==> src/nocPkg.sv <==
package nocPkg;

  // Flit format widths.
  localparam int FLIT_W = 16;
  localparam int ID_W = 3;
  localparam int LEN_W = 12;

  localparam int NUM_PORTS = 5;

  // Flit id codes, carried in the top bits of every word.
  localparam logic [ID_W-1:0] FLIT_IDLE = 3'd0;
  localparam logic [ID_W-1:0] FLIT_HEAD = 3'd1;
  localparam logic [ID_W-1:0] FLIT_BODY = 3'd2;
  localparam logic [ID_W-1:0] FLIT_TAIL = 3'd3;

  // Bit positions in request and grant vectors.
  localparam int PORT_L = 0;
  localparam int PORT_N = 1;
  localparam int PORT_E = 2;
  localparam int PORT_W = 3;
  localparam int PORT_S = 4;

  // One flit word, read as a header or as a body flit.
  typedef union packed {
    struct packed {
      logic [ID_W-1:0] id;
      logic spare;
      logic [LEN_W-1:0] length; // Hold limit for the switch.
    } head;
    struct packed {
      logic [ID_W-1:0] id;
      logic [FLIT_W-ID_W-1:0] payload;
    } body;
  } flitWord_t;

  // One bit per port.
  typedef logic [NUM_PORTS-1:0] portVec_t;

endpackage
==> src/portIf.sv <==
interface portIf;

  import nocPkg::*;

  logic req;                  // Request level from the link.
  logic [ID_W-1:0] flitId;
  logic [LEN_W-1:0] length;   // Only meaningful on a header.
  flitWord_t flit;

  modport producer
  (
    output req,
    output flitId,
    output length,
    output flit
  );

  modport consumer
  (
    input req,
    input flitId,
    input length,
    input flit
  );

endinterface

==> src/nocSwitch.sv <==
module nocSwitch
(
  input logic clk,
  input logic rst,
  input logic [nocPkg::NUM_PORTS-1:0][nocPkg::FLIT_W-1:0] inFlit,
  input logic [nocPkg::NUM_PORTS-1:0] inReq,
  output logic [nocPkg::FLIT_W-1:0] outFlit,
  output logic outValid,
  output logic [nocPkg::NUM_PORTS-1:0] grant
);

  import nocPkg::*;

  portIf link [NUM_PORTS] ();

  portVec_t req;
  portVec_t runTimer;
  portVec_t timesUp;
  portVec_t grantVec;
  flitWord_t xbarFlit;

  // One input register and one hold timer per direction.
  for (genvar i = 0; i < NUM_PORTS; i++)
  begin : gPort
    inputPort inPort
    (
      .clk(clk),
      .rst(rst),
      .linkFlit(inFlit[i]),
      .linkReq(inReq[i]),
      .port(link[i])
    );

    portTimer timer
    (
      .clk(clk),
      .rst(rst),
      .flitId(link[i].flitId),
      .length(link[i].length),
      .runTimer(runTimer[i]),
      .timesUp(timesUp[i])
    );

    assign req[i] = link[i].req;
  end

  switchArbiter arbiter
  (
    .clk(clk),
    .rst(rst),
    .req(req),
    .timesUp(timesUp),
    .runTimer(runTimer),
    .grant(grantVec)
  );

  crossbarMux xbar
  (
    .clk(clk),
    .rst(rst),
    .grant(grantVec),
    .ports(link),
    .outFlit(xbarFlit),
    .outValid(outValid)
  );

  assign outFlit = xbarFlit;
  assign grant = grantVec;

endmodule

==> src/crossbarMux.sv <==
module crossbarMux
(
  input logic clk,
  input logic rst,
  input nocPkg::portVec_t grant,
  portIf.consumer ports [nocPkg::NUM_PORTS],
  output nocPkg::flitWord_t outFlit,
  output logic outValid
);

  import nocPkg::*;

  flitWord_t portFlit [NUM_PORTS];
  flitWord_t selFlit;

  for (genvar i = 0; i < NUM_PORTS; i++)
  begin : gFlit
    assign portFlit[i] = ports[i].flit;
  end

  // Grant is one-hot, so at most one port matches.
  always_comb
  begin
    selFlit = '0;
    for (int i = 0; i < NUM_PORTS; i++)
    begin
      if (grant[i])
        selFlit = portFlit[i];
    end
  end

  always_ff @(posedge clk)
  begin
    outFlit <= selFlit;
  end

  always_ff @(posedge clk)
  begin
    if (rst)
      outValid <= 1'b0;
    else
      outValid <= |grant; // Strobe only, no back-pressure.
  end

endmodule

==> src/switchArbiter.sv <==
module switchArbiter
(
  input logic clk,
  input logic rst,
  input nocPkg::portVec_t req,
  input nocPkg::portVec_t timesUp,
  output nocPkg::portVec_t runTimer,
  output nocPkg::portVec_t grant
);

  import nocPkg::*;

  // Bit 0 is idle, bit i+1 is port i.
  localparam int STATE_W = NUM_PORTS + 1;
  localparam logic [STATE_W-1:0] IDLE_STATE = 1;

  logic [STATE_W-1:0] state;
  logic [STATE_W-1:0] nextState;

  // First requester at or after start, with wraparound.
  function automatic logic [STATE_W-1:0] pickFrom(portVec_t cand, int start);
    logic [STATE_W-1:0] pick;
    int idx;
    pick = IDLE_STATE;
    // Walk backwards so the earliest port in the rotation wins.
    for (int k = NUM_PORTS - 1; k >= 0; k--)
    begin
      idx = (start + k) % NUM_PORTS;
      if (cand[idx])
      begin
        pick = '0;
        pick[idx + 1] = 1'b1;
      end
    end
    return pick;
  endfunction

  always_ff @(posedge clk)
  begin
    if (rst)
      state <= IDLE_STATE;
    else
      state <= nextState;
  end

  always_comb
  begin
    portVec_t others;
    others = '0;
    nextState = IDLE_STATE; // Also recovers from a broken state.
    runTimer = '0;
    if (state[0])
    begin
      // Fixed order L, N, E, W, S out of idle.
      nextState = pickFrom(req, PORT_L);
    end
    else
    begin
      for (int x = 0; x < NUM_PORTS; x++)
      begin
        if (state[x + 1])
        begin
          if (req[x] && !timesUp[x])
          begin
            // Holder keeps the switch while its time lasts.
            nextState = state;
            runTimer[x] = 1'b1;
          end
          else
          begin
            // Yielding port is skipped in this round.
            others = req;
            others[x] = 1'b0;
            nextState = pickFrom(others, (x + 1) % NUM_PORTS);
          end
        end
      end
    end
  end

  assign grant = state[STATE_W-1:1];

endmodule

==> src/portTimer.sv <==
module portTimer
(
  input logic clk,
  input logic rst,
  input logic [nocPkg::ID_W-1:0] flitId,
  input logic [nocPkg::LEN_W-1:0] length,
  input logic runTimer,
  output logic timesUp
);

  import nocPkg::*;

  logic [LEN_W-1:0] limit;
  logic [LEN_W-1:0] count;

  always_ff @(posedge clk)
  begin
    if (rst)
    begin
      limit <= '0;
      count <= '0;
    end
    else
    begin
      if (flitId == FLIT_HEAD)
        limit <= length; // New packet, new hold limit.
      if (runTimer)
        count <= count + 1'b1;
      else
        count <= '0;
    end
  end

  // A zero limit still gives the holder one cycle.
  assign timesUp = (count == limit);

endmodule

==> src/inputPort.sv <==
module inputPort
(
  input logic clk,
  input logic rst,
  input nocPkg::flitWord_t linkFlit,
  input logic linkReq,
  portIf.producer port
);

  import nocPkg::*;

  flitWord_t flitReg;
  logic reqReg;

  // Single register stage per link.
  always_ff @(posedge clk)
  begin
    if (rst)
    begin
      flitReg <= '0;
      reqReg <= 1'b0;
    end
    else
    begin
      flitReg <= linkFlit;
      reqReg <= linkReq;
    end
  end

  // The id sits in the same bits in both views.
  assign port.flitId = flitReg.body.id;

  // Length is only valid when the id says header.
  assign port.length = flitReg.head.length;

  assign port.req = reqReg;
  assign port.flit = flitReg; // Whole word goes on to the crossbar.

endmodule

==> config.mk <==
export PLATFORM = sky130hd
export DESIGN_NAME = nocSwitch
export DESIGN_NICKNAME = d
export VERILOG_FILES = /design/src/nocPkg.sv /design/src/portIf.sv /design/src/nocSwitch.sv /design/src/crossbarMux.sv /design/src/switchArbiter.sv /design/src/portTimer.sv /design/src/inputPort.sv
export SDC_FILE = /design/constraint.sdc
export NUM_CORES = 1
export LEC_CHECK = 0
export BUFFER_PORTS_ARGS = -buffer_cell sky130_fd_sc_hd__buf_2
export CAP_MARGIN = 10
export CORE_UTILIZATION = 58
export DETAILED_ROUTE_END_ITERATION = 8
export MAX_ROUTING_LAYER = met4
export PLACE_DENSITY = 0.84
export SETUP_SLACK_MARGIN = 0.2
export SYNTH_ARGS = -nofsm -noshare
export SYNTH_HDL_FRONTEND = slang
export SYNTH_SLANG_ARGS = --single-unit
export TNS_END_PERCENT = 100
==> constraint.sdc <==
create_clock -name clk -period 2.2 [get_ports clk]
set_clock_uncertainty 0.2 [all_clocks]
set_input_delay 0.44 -clock clk [delete_from_list [all_inputs] [get_ports clk]]
set_output_delay 0.44 -clock clk [all_outputs]
set_load 0.01 [all_outputs]
==> flow_summary.yaml, run 1 <==
detailed_routing:
  wl_microns: 28700
  drc: 0
  detailedRoute.firstIterationViolations: 1078
  route.detailed.wl_per_inst_microns: 21.0
  dr_total_vias: 8092
  drt_pass1_iterations: 5
  ant_nets: 0
  via_to_cell_ratio: 5.93
cells_and_area:
  final_layout_size_suffix_gt1_frac: 0.242
  finish.cell_count_without_fillers: 1365
  finalNetCount: 1253
  area.growth.synth_to_final_pct: 32.8
  insertedDiodeCount: 0
  fill_cells: 870
  post_route_standard_cell_area_excluding_fillers_sq_um: 12000
timing:
  grt_setup_unrepaired: "true"
  worst_pin_slew_ns: 0.740
  finalSetupViolations: 0
  layout_worst_path_cycle_share: 0.991
  max-slew-margin-rel: 0.506
  final-hold-violation-count: 0
  slew_violations: 0
  final.min_clock_period_ns: 2.18
  setup_ws_ns: 0.0187
  clock.fmax_ghz: 0.458
die:
  io_pins: 109
  die_ht_microns: 127
  dieArea_sq_um: 16100
  core_box_area_sq_um: 15200
  fp-row-count: 45
  initial_utilization: 0.595
  die-width_microns: 127
placed_design:
  placement.cell_area_sq_um: 9990
  dp.final_hpwl_microns: 15800
  place_congestion: 0.963
  buffers_on_ports: 108
  dp_slack_ns: 0.105
  place.detailed.instances: 1231
setup_path:
  r2r-end: "arbiter.state[3]$_SDFFE_PP0P_"
  r2r_cells: 7
  setup.worst_path.start: "gPort[0].timer.limit[11]$_SDFFE_PP0N_"
  crit-reg2reg-launch: "gPort[0].timer.limit[11]$_SDFFE_PP0N_"
  timing.critical_path.to_type: "flip-flop"
  critical_path.max_fanout: 3
  timing.critical_path.arrival_ns: 2.43
  path_cells: "xnor2_2 > nand4_1 > buf_4 > nor4_4 > o22ai_2 > a211o_1 > a31oi_1"
  critical_path.startpoint_type: "flip-flop"
  timing.critical_path.required_ns: 2.45
  slowest_delay_ns: 0.34
  timing.setup.critical_path_class: "flip-flop to flip-flop"
  regToRegSetupSlack_ns: 0.02
  crit_path_top_delay_cell: "dfxtp_2"
global_route:
  met3_track_demand_over_resource: 0.0599
  first_global_vias: 8045
  grt_busiest_layer: "met2"
  grt_use_met1: 0.404
  antenna_violations_before_repair: 0
  grt_usage: 0.353
  grt_overflow: 0
  largest_net_degree_at_the_start_of_global_routing: 75
  use_met2: 0.602
  global_route_wire_length_before_repair_microns: 42800
logic_synthesis:
  asyncSetResetFlopFracSynth: 0
  postSynthRegisterBits: 228
  synth_top_cells_by_count: "228 x dfxtp_1, 155 x nor2_1, 87 x nor2b_1"
  synthFlopType: "dfxtp_1"
  syn_avg_cell_area_sq_um: 9.65
  synthesis.nets: 1030
  netlist.area_leader.share: 0.504
  most_used_standard_cell_by_instance_count_after_synthesis: "dfxtp_1"
  synth.yosys.seq_area_share: 0.504
  synth_edf_count: 0
  syn_area_sq_um: 9050
  synthCells: 938
  ys_top_cells_by_area: "dfxtp_1 50%, mux2i_1 6.6%, nor2_1 6.4%, nor2b_1 6.0%, xnor2_1 5.4%"
  yosysUniqueCellTypes: 53
  synthesis.yosys.warnings: 0
  synthDominantAreaCellType: "dfxtp_1"
clock_tree:
  cts_root_buf: "clkbuf_16"
  cts.reportedPaths.clkPinSlew_ns: 0.07
  tritoncts: "built"
  clock_sink_count: 228
  insertion_delay_ns: 0.54
  clk_path_buf_depth: 3
  ctsHtreeMaxLevel: 1
  cts_buffers: 23
pwr:
  post-layout-total-power_uw: 9380
  cellPowerDensity_nw_per_um2: 780
  power.ir.vdd_worst_mv: 0.741
  static-leakage-power_uw: 0.00485
run:
  number_of_max_capacitance_violations_reported: 0
hold_path:
  worst_min_delay_path_category: "primary input to flip-flop"
  whs_path_depth: 2
  hold_end: "gPort[3].inPort.port.flit[7]$_SDFF_PP0_"
  holdCritStartpoint: "inFlit[55]"
status:
  run_status: "finished, final reports clean"
==> worst max-delay path: cells and delay by family (launching register included) <==
family | cells | cell delay, ns
buffers and inverters | 1 | 0.24
AO/OA/AOI/OAI | 3 | 0.56
AND/OR/NAND/NOR | 2 | 0.54
XOR/XNOR | 1 | 0.21
flip-flops | 1 | 0.34
==> layout by cell type (no fill, tap or decap), drive strengths merged, types with 2 or more instances in the layout <==
cell	netlist	routed
mux2i	60	60
a22oi	15	15
a21oi	5	5
nand2	32	32
a31oi	7	7
nand3b	3	3
xor2	54	54
o31a	3	3
nand4	17	17
or2	2	2
o211ai	4	4
clkinvlp	0	2
inv	18	20
bufinv	0	3
nand2b	3	3
xnor2	56	56
or3	3	3
dlygate4sd3	0	84
nor3	7	7
clkbuf	29	31
and3	22	22
ha	5	5
or4	2	2
nor3b	6	6
nor2b	87	87
a41oi	2	2
buf	22	164
a31o	2	2
dfxtp	228	228
o21ai	18	18
o22ai	3	3
clkinv	0	4
nor2	155	155
o41ai	2	2
nand3	27	27
nor4	12	12
a221oi	16	16
==> kinds of logic (layout without fill, tap and decap cells) <==
kind of cell               Yosys count  count (layout)  synth area share
xor gates and xnor gates           110             110             0.106
adders and majority gates            5               5           0.00691
and+or+nand+nor                    380             380             0.213
AOI/OAI and AO/OA                   86              86            0.0691
muxes                               60              60            0.0664
buffers and inverters               69             308            0.0336
DFF                                228             228             0.504
==> per-stage QoR <==
| stage | utilization | setup TNS, ns | hold slack (ns) |
|---|---|---|---|
| after detailed placement | 0.657 | 0 | 0.235 |
| after floorplan | - | 0 | 0.212 |
| after CTS | 0.773 | 0 | 0.00499 |
| final | 0.791 | 0 | 0.0229 |
| after global routing | 0.791 | -0.0253 | 0.0231 |
| after global placement | 0.657 | 0 | 0.222 |
==> flip-flops by register name (all words and copies together), names as in the netlist <==
name                    flops
gPort.timer.limit          60
gPort.inPort.port.req       5
gPort.timer.count          60
gPort.inPort.port.flit     80
arbiter.state               6
xbar.outValid               1
xbar.outFlit               16
==> repair_timing <==
item,4_1_cts,5_1_grt
pin swaps,12,17
setup buffers,5,3
hold endpoints to repair,84,0
setup endpoints to repair,8,57
resized for setup,24,54
cloned,0,1
hold buffers,84,0
==> metal layers <==
layer  part of all wire  vias up
met5                  0        -
met2               0.49      529
li1                   -     3616
met1               0.37     3797
met4              0.057        0
met3              0.082      150
==> worst max-delay path by stage <==
stage                     cells past startpoint                                    end  slack (ns)
final                                         7          arbiter.state[3]$_SDFFE_PP0P_        0.02
after global routing                          7          arbiter.state[3]$_SDFFE_PP0P_       -0.03
after CTS                                     7          arbiter.state[3]$_SDFFE_PP0P_        0.15
after detailed placement                      7          arbiter.state[3]$_SDFFE_PP0P_        0.10
after global placement                        6          arbiter.state[3]$_SDFFE_PP0P_        0.08
after floorplan                               5  gPort[1].timer.limit[10]$_SDFFE_PP0N_        0.27
==> power breakdown <==
part	leakage (uW)	switching, uW	internal [uW]	total, uW
logic	0.00258	412	416	828
clock network	0.000388	1730	2430	4160
registers	0.00188	130	4260	4390
total	0.00485	2270	7110	9380
==> layout make-up <==
type	instances	area, sq um	share of cell area
Tap cell	188	235	0.0196
Clock buffer	30	642	0.0534
Multi-Input combinational cell	641	4460	0.371
Sequential cell	228	4620	0.384
Timing Repair Buffer	249	1850	0.154
Clock inverter	11	154	0.0128
Inverter	18	67.6	0.00562
(Power assumes the default switching activity.)
==> run 2, diff against run 1 <==
--- a/config.mk
+++ b/config.mk
@@ -5,12 +5,13 @@
 export SDC_FILE = /design/constraint.sdc
 export NUM_CORES = 1
 export LEC_CHECK = 0
+export ABC_AREA = 1
 export BUFFER_PORTS_ARGS = -buffer_cell sky130_fd_sc_hd__buf_2
 export CAP_MARGIN = 10
 export CORE_UTILIZATION = 58
 export DETAILED_ROUTE_END_ITERATION = 8
 export MAX_ROUTING_LAYER = met4
-export PLACE_DENSITY = 0.84
+export PLACE_DENSITY = 0.83
 export SETUP_SLACK_MARGIN = 0.2
 export SYNTH_ARGS = -nofsm -noshare
 export SYNTH_HDL_FRONTEND = slang
==> run 2 against run 1 <==
  * Area after synthesis grew 6.0%
  * Critical path depth shrank 4
  * First-iteration DRC count shrank 0.93%
  * Total power shrank 1.7%
  * Worst hold slack gained 0.23 ns
  * Fmax grew 11%
  * Global-route usage shrank 0.91 points
  * Flip-flop and latch count is the same
  * Non-clock buffer count shrank 36
==> flow_summary.yaml, run 2 <==
detailed_routing:
  detailedRoute.firstIterationViolations: 1068
  drc: 0
  dr_total_vias: 9178
  drt_pass1_iterations: 6
  wl_microns: 28300
  ant_nets: 0
  via_to_cell_ratio: 5.37
  route.detailed.wl_per_inst_microns: 16.6
clock_tree:
  clk_path_buf_depth: 3
  insertion_delay_ns: 0.52
  ctsHtreeMaxLevel: 1
  cts.reportedPaths.clkPinSlew_ns: 0.06
  cts_buffers: 23
  tritoncts: "built"
  clock_sink_count: 228
  cts_root_buf: "clkbuf_16"
logic_synthesis:
  synth_top_cells_by_count: "228 x dfxtp_1, 227 x inv_1, 216 x nand2_1"
  asyncSetResetFlopFracSynth: 0
  synthesis.nets: 1385
  ys_top_cells_by_area: "dfxtp_1 48%, inv_1 8.9%, nand2_1 8.5%, nor2_1 7.2%, a21oi_1 4.4%"
  synthesis.yosys.warnings: 0
  syn_avg_cell_area_sq_um: 7.42
  syn_area_sq_um: 9590
  synth.yosys.seq_area_share: 0.476
  synthFlopType: "dfxtp_1"
  most_used_standard_cell_by_instance_count_after_synthesis: "dfxtp_1"
  synth_edf_count: 0
  yosysUniqueCellTypes: 42
  netlist.area_leader.share: 0.476
  postSynthRegisterBits: 228
  synthCells: 1293
  synthDominantAreaCellType: "dfxtp_1"
global_route:
  global_route_wire_length_before_repair_microns: 43300
  first_global_vias: 8678
  grt_overflow: 0
  antenna_violations_before_repair: 2
  largest_net_degree_at_the_start_of_global_routing: 69
  grt_usage: 0.343
hold_path:
  hold_end: "gPort[1].inPort.port.req$_SDFF_PP0_"
  worst_min_delay_path_category: "primary input to flip-flop"
  holdCritStartpoint: "rst"
  whs_path_depth: 3
die:
  die_ht_microns: 131
  io_pins: 109
  initial_utilization: 0.599
  fp-row-count: 46
  die-width_microns: 131
  dieArea_sq_um: 17100
  core_box_area_sq_um: 16000
timing:
  tns_ns: 0
  max-slew-margin-rel: 0.516
  clock.fmax_ghz: 0.507
  final-hold-violation-count: 0
  slew_violations: 0
  final.min_clock_period_ns: 1.97
  grt_setup_unrepaired: "false"
  layout_worst_path_cycle_share: 0.896
  worst_pin_slew_ns: 0.726
  finalSetupViolations: 0
pwr:
  static-leakage-power_uw: 0.00542
  power.ir.vdd_worst_mv: 0.556
  cellPowerDensity_nw_per_um2: 770
run:
  number_of_max_capacitance_violations_reported: 0
placed_design:
  dp.final_hpwl_microns: 17300
  buffers_on_ports: 108
  place.detailed.instances: 1578
  place_congestion: 1.02
status:
  run_status: "finished, final reports clean"
cells_and_area:
  finalNetCount: 1566
  most_used_cells_in_the_layout_excluding_fill_and_tap_cells: "223 x inv_1, 218 x dfxtp_1, 215 x nand2_1"
  final_layout_size_suffix_gt1_frac: 0.153
  total_area_of_sequential_cells_sq_um: 4580
  layout_commonest_cell: "inv_1"
  final_core_utilization: 0.749
  fill_cells: 1115
  area.growth.synth_to_final_pct: 24.9
  multi_input_area_sq_um: 3930
  finish.cell_count_without_fillers: 1710
  largest_register_ff_count: 80
setup_path:
  crit-reg2reg-launch: "gPort[4].timer.count[9]$_SDFF_PP0_"
  timing.critical_path.required_ns: 1.56
  timing.critical_path.to_type: "primary output"
  r2r-end: "gPort[4].timer.count[3]$_SDFF_PP0_"
  setup.worst_path.start: "arbiter.state[5]$_SDFF_PP0_"
  r2r_cells: 9
  critical_path.startpoint_type: "flip-flop"
  critical_path.max_fanout: 11
  regToRegSetupSlack_ns: 0.23
  timing.setup.critical_path_class: "flip-flop to primary output"
  timing.critical_path.arrival_ns: 1.33
-- run 2: changes by cell type in the layout (fill, tap and decap cells not counted), sizes merged, moves of 8 or more --
| cell | delta |
|---|---|
| xnor2 | -26 |
| a21oi | +79 |
| nand2 | +188 |
| a22oi | -15 |
| mux2i | -60 |
| nor2 | +37 |
| and3 | -22 |
| inv | +211 |
| buf | -37 |
| xor2 | -39 |
| nor3b | +8 |
| o21ai | +51 |
| nand3 | +47 |
| nor2b | -87 |
-- run 2: metrics by stage --
stage / total power [uW] / cell area (sq um) / worst slack [ns] / hold WS [ns]
after floorplan: 4970 / 9590 / 0.502 / 0.229
after global placement: 5250 / 10300 / 0.352 / 0.246
after detailed placement: 5270 / 10300 / 0.287 / 0.249
after CTS: 9140 / 11900 / 0.213 / 0.224
after global routing: 9490 / 12000 / 0.174 / 0.246
final: 9230 / 12000 / 0.229 / 0.249
-- run 2: how the worst max path moves through the flow --
stage                                          endpoint  slack (ns)  cells past startpoint
floorplan           gPort[3].timer.count[10]$_SDFF_PP0_        0.50                      7
global placement    gPort[3].timer.count[10]$_SDFF_PP0_        0.35                      7
detailed placement  gPort[3].timer.count[10]$_SDFF_PP0_        0.29                      7
CTS                                            grant[4]        0.21                      3
global route              arbiter.state[1]$_SDFFE_PP0P_        0.17                     14
finish                                         grant[4]        0.23                      3
-- run 2: power breakdown --
part           switching, uW  internal (uW)  total, uW
clock network           1630           2200       3830
registers                146           4310       4460
logic                    535            397        931
-- run 2: what timing repair did --
action / CTS / global route
hold buffers: 85 / 0
pin swaps: 0 / 2
endpoints found under the setup margin: 1 / 17
gates cloned: 1 / 0
gates resized for setup: 3 / 27
setup buffers: 0 / 1
hold endpoints to repair: 85 / 0
-- run 2: cell families after synthesis --
kind of cell	Yosys count	synth area share
buffers and inverters	288	0.119
XOR/XNOR	45	0.0419
adder cells (fa/ha/maj)	5	0.00652
flip-flops	228	0.476
AND/OR/NAND/NOR	541	0.250
AO/OA/AOI/OAI	186	0.106
-- run 2: layout make-up --
type                    instances  area share
flip-flops and latches        228       0.382
multi-input cells             777       0.328
repair buffers                213       0.133
inverters                     231      0.0727
clock buffers                  31      0.0547
well taps                     216      0.0226
clock inverters                 9     0.00647
diodes                          5     0.00104
-- run 2: per-layer routing --
| metal | vias up | GRT usage | part of all wire | wire [microns] |
|---|---|---|---|---|
| met5 | - | - | 0 | 0 |
| met4 | 0 | 0.181 | 0.061 | 1720 |
| met1 | 4144 | 0.404 | 0.39 | 11000 |
| met3 | 150 | 0.0635 | 0.087 | 2450 |
| met2 | 491 | 0.559 | 0.46 | 13100 |
| li1 | 4393 | - | - | - |
-- run 2: critical path: stages, from the launching register on --
cell     delay (ns)
dfxtp_2        0.38
buf_8          0.16
buf_6          0.14
buf_2          0.13
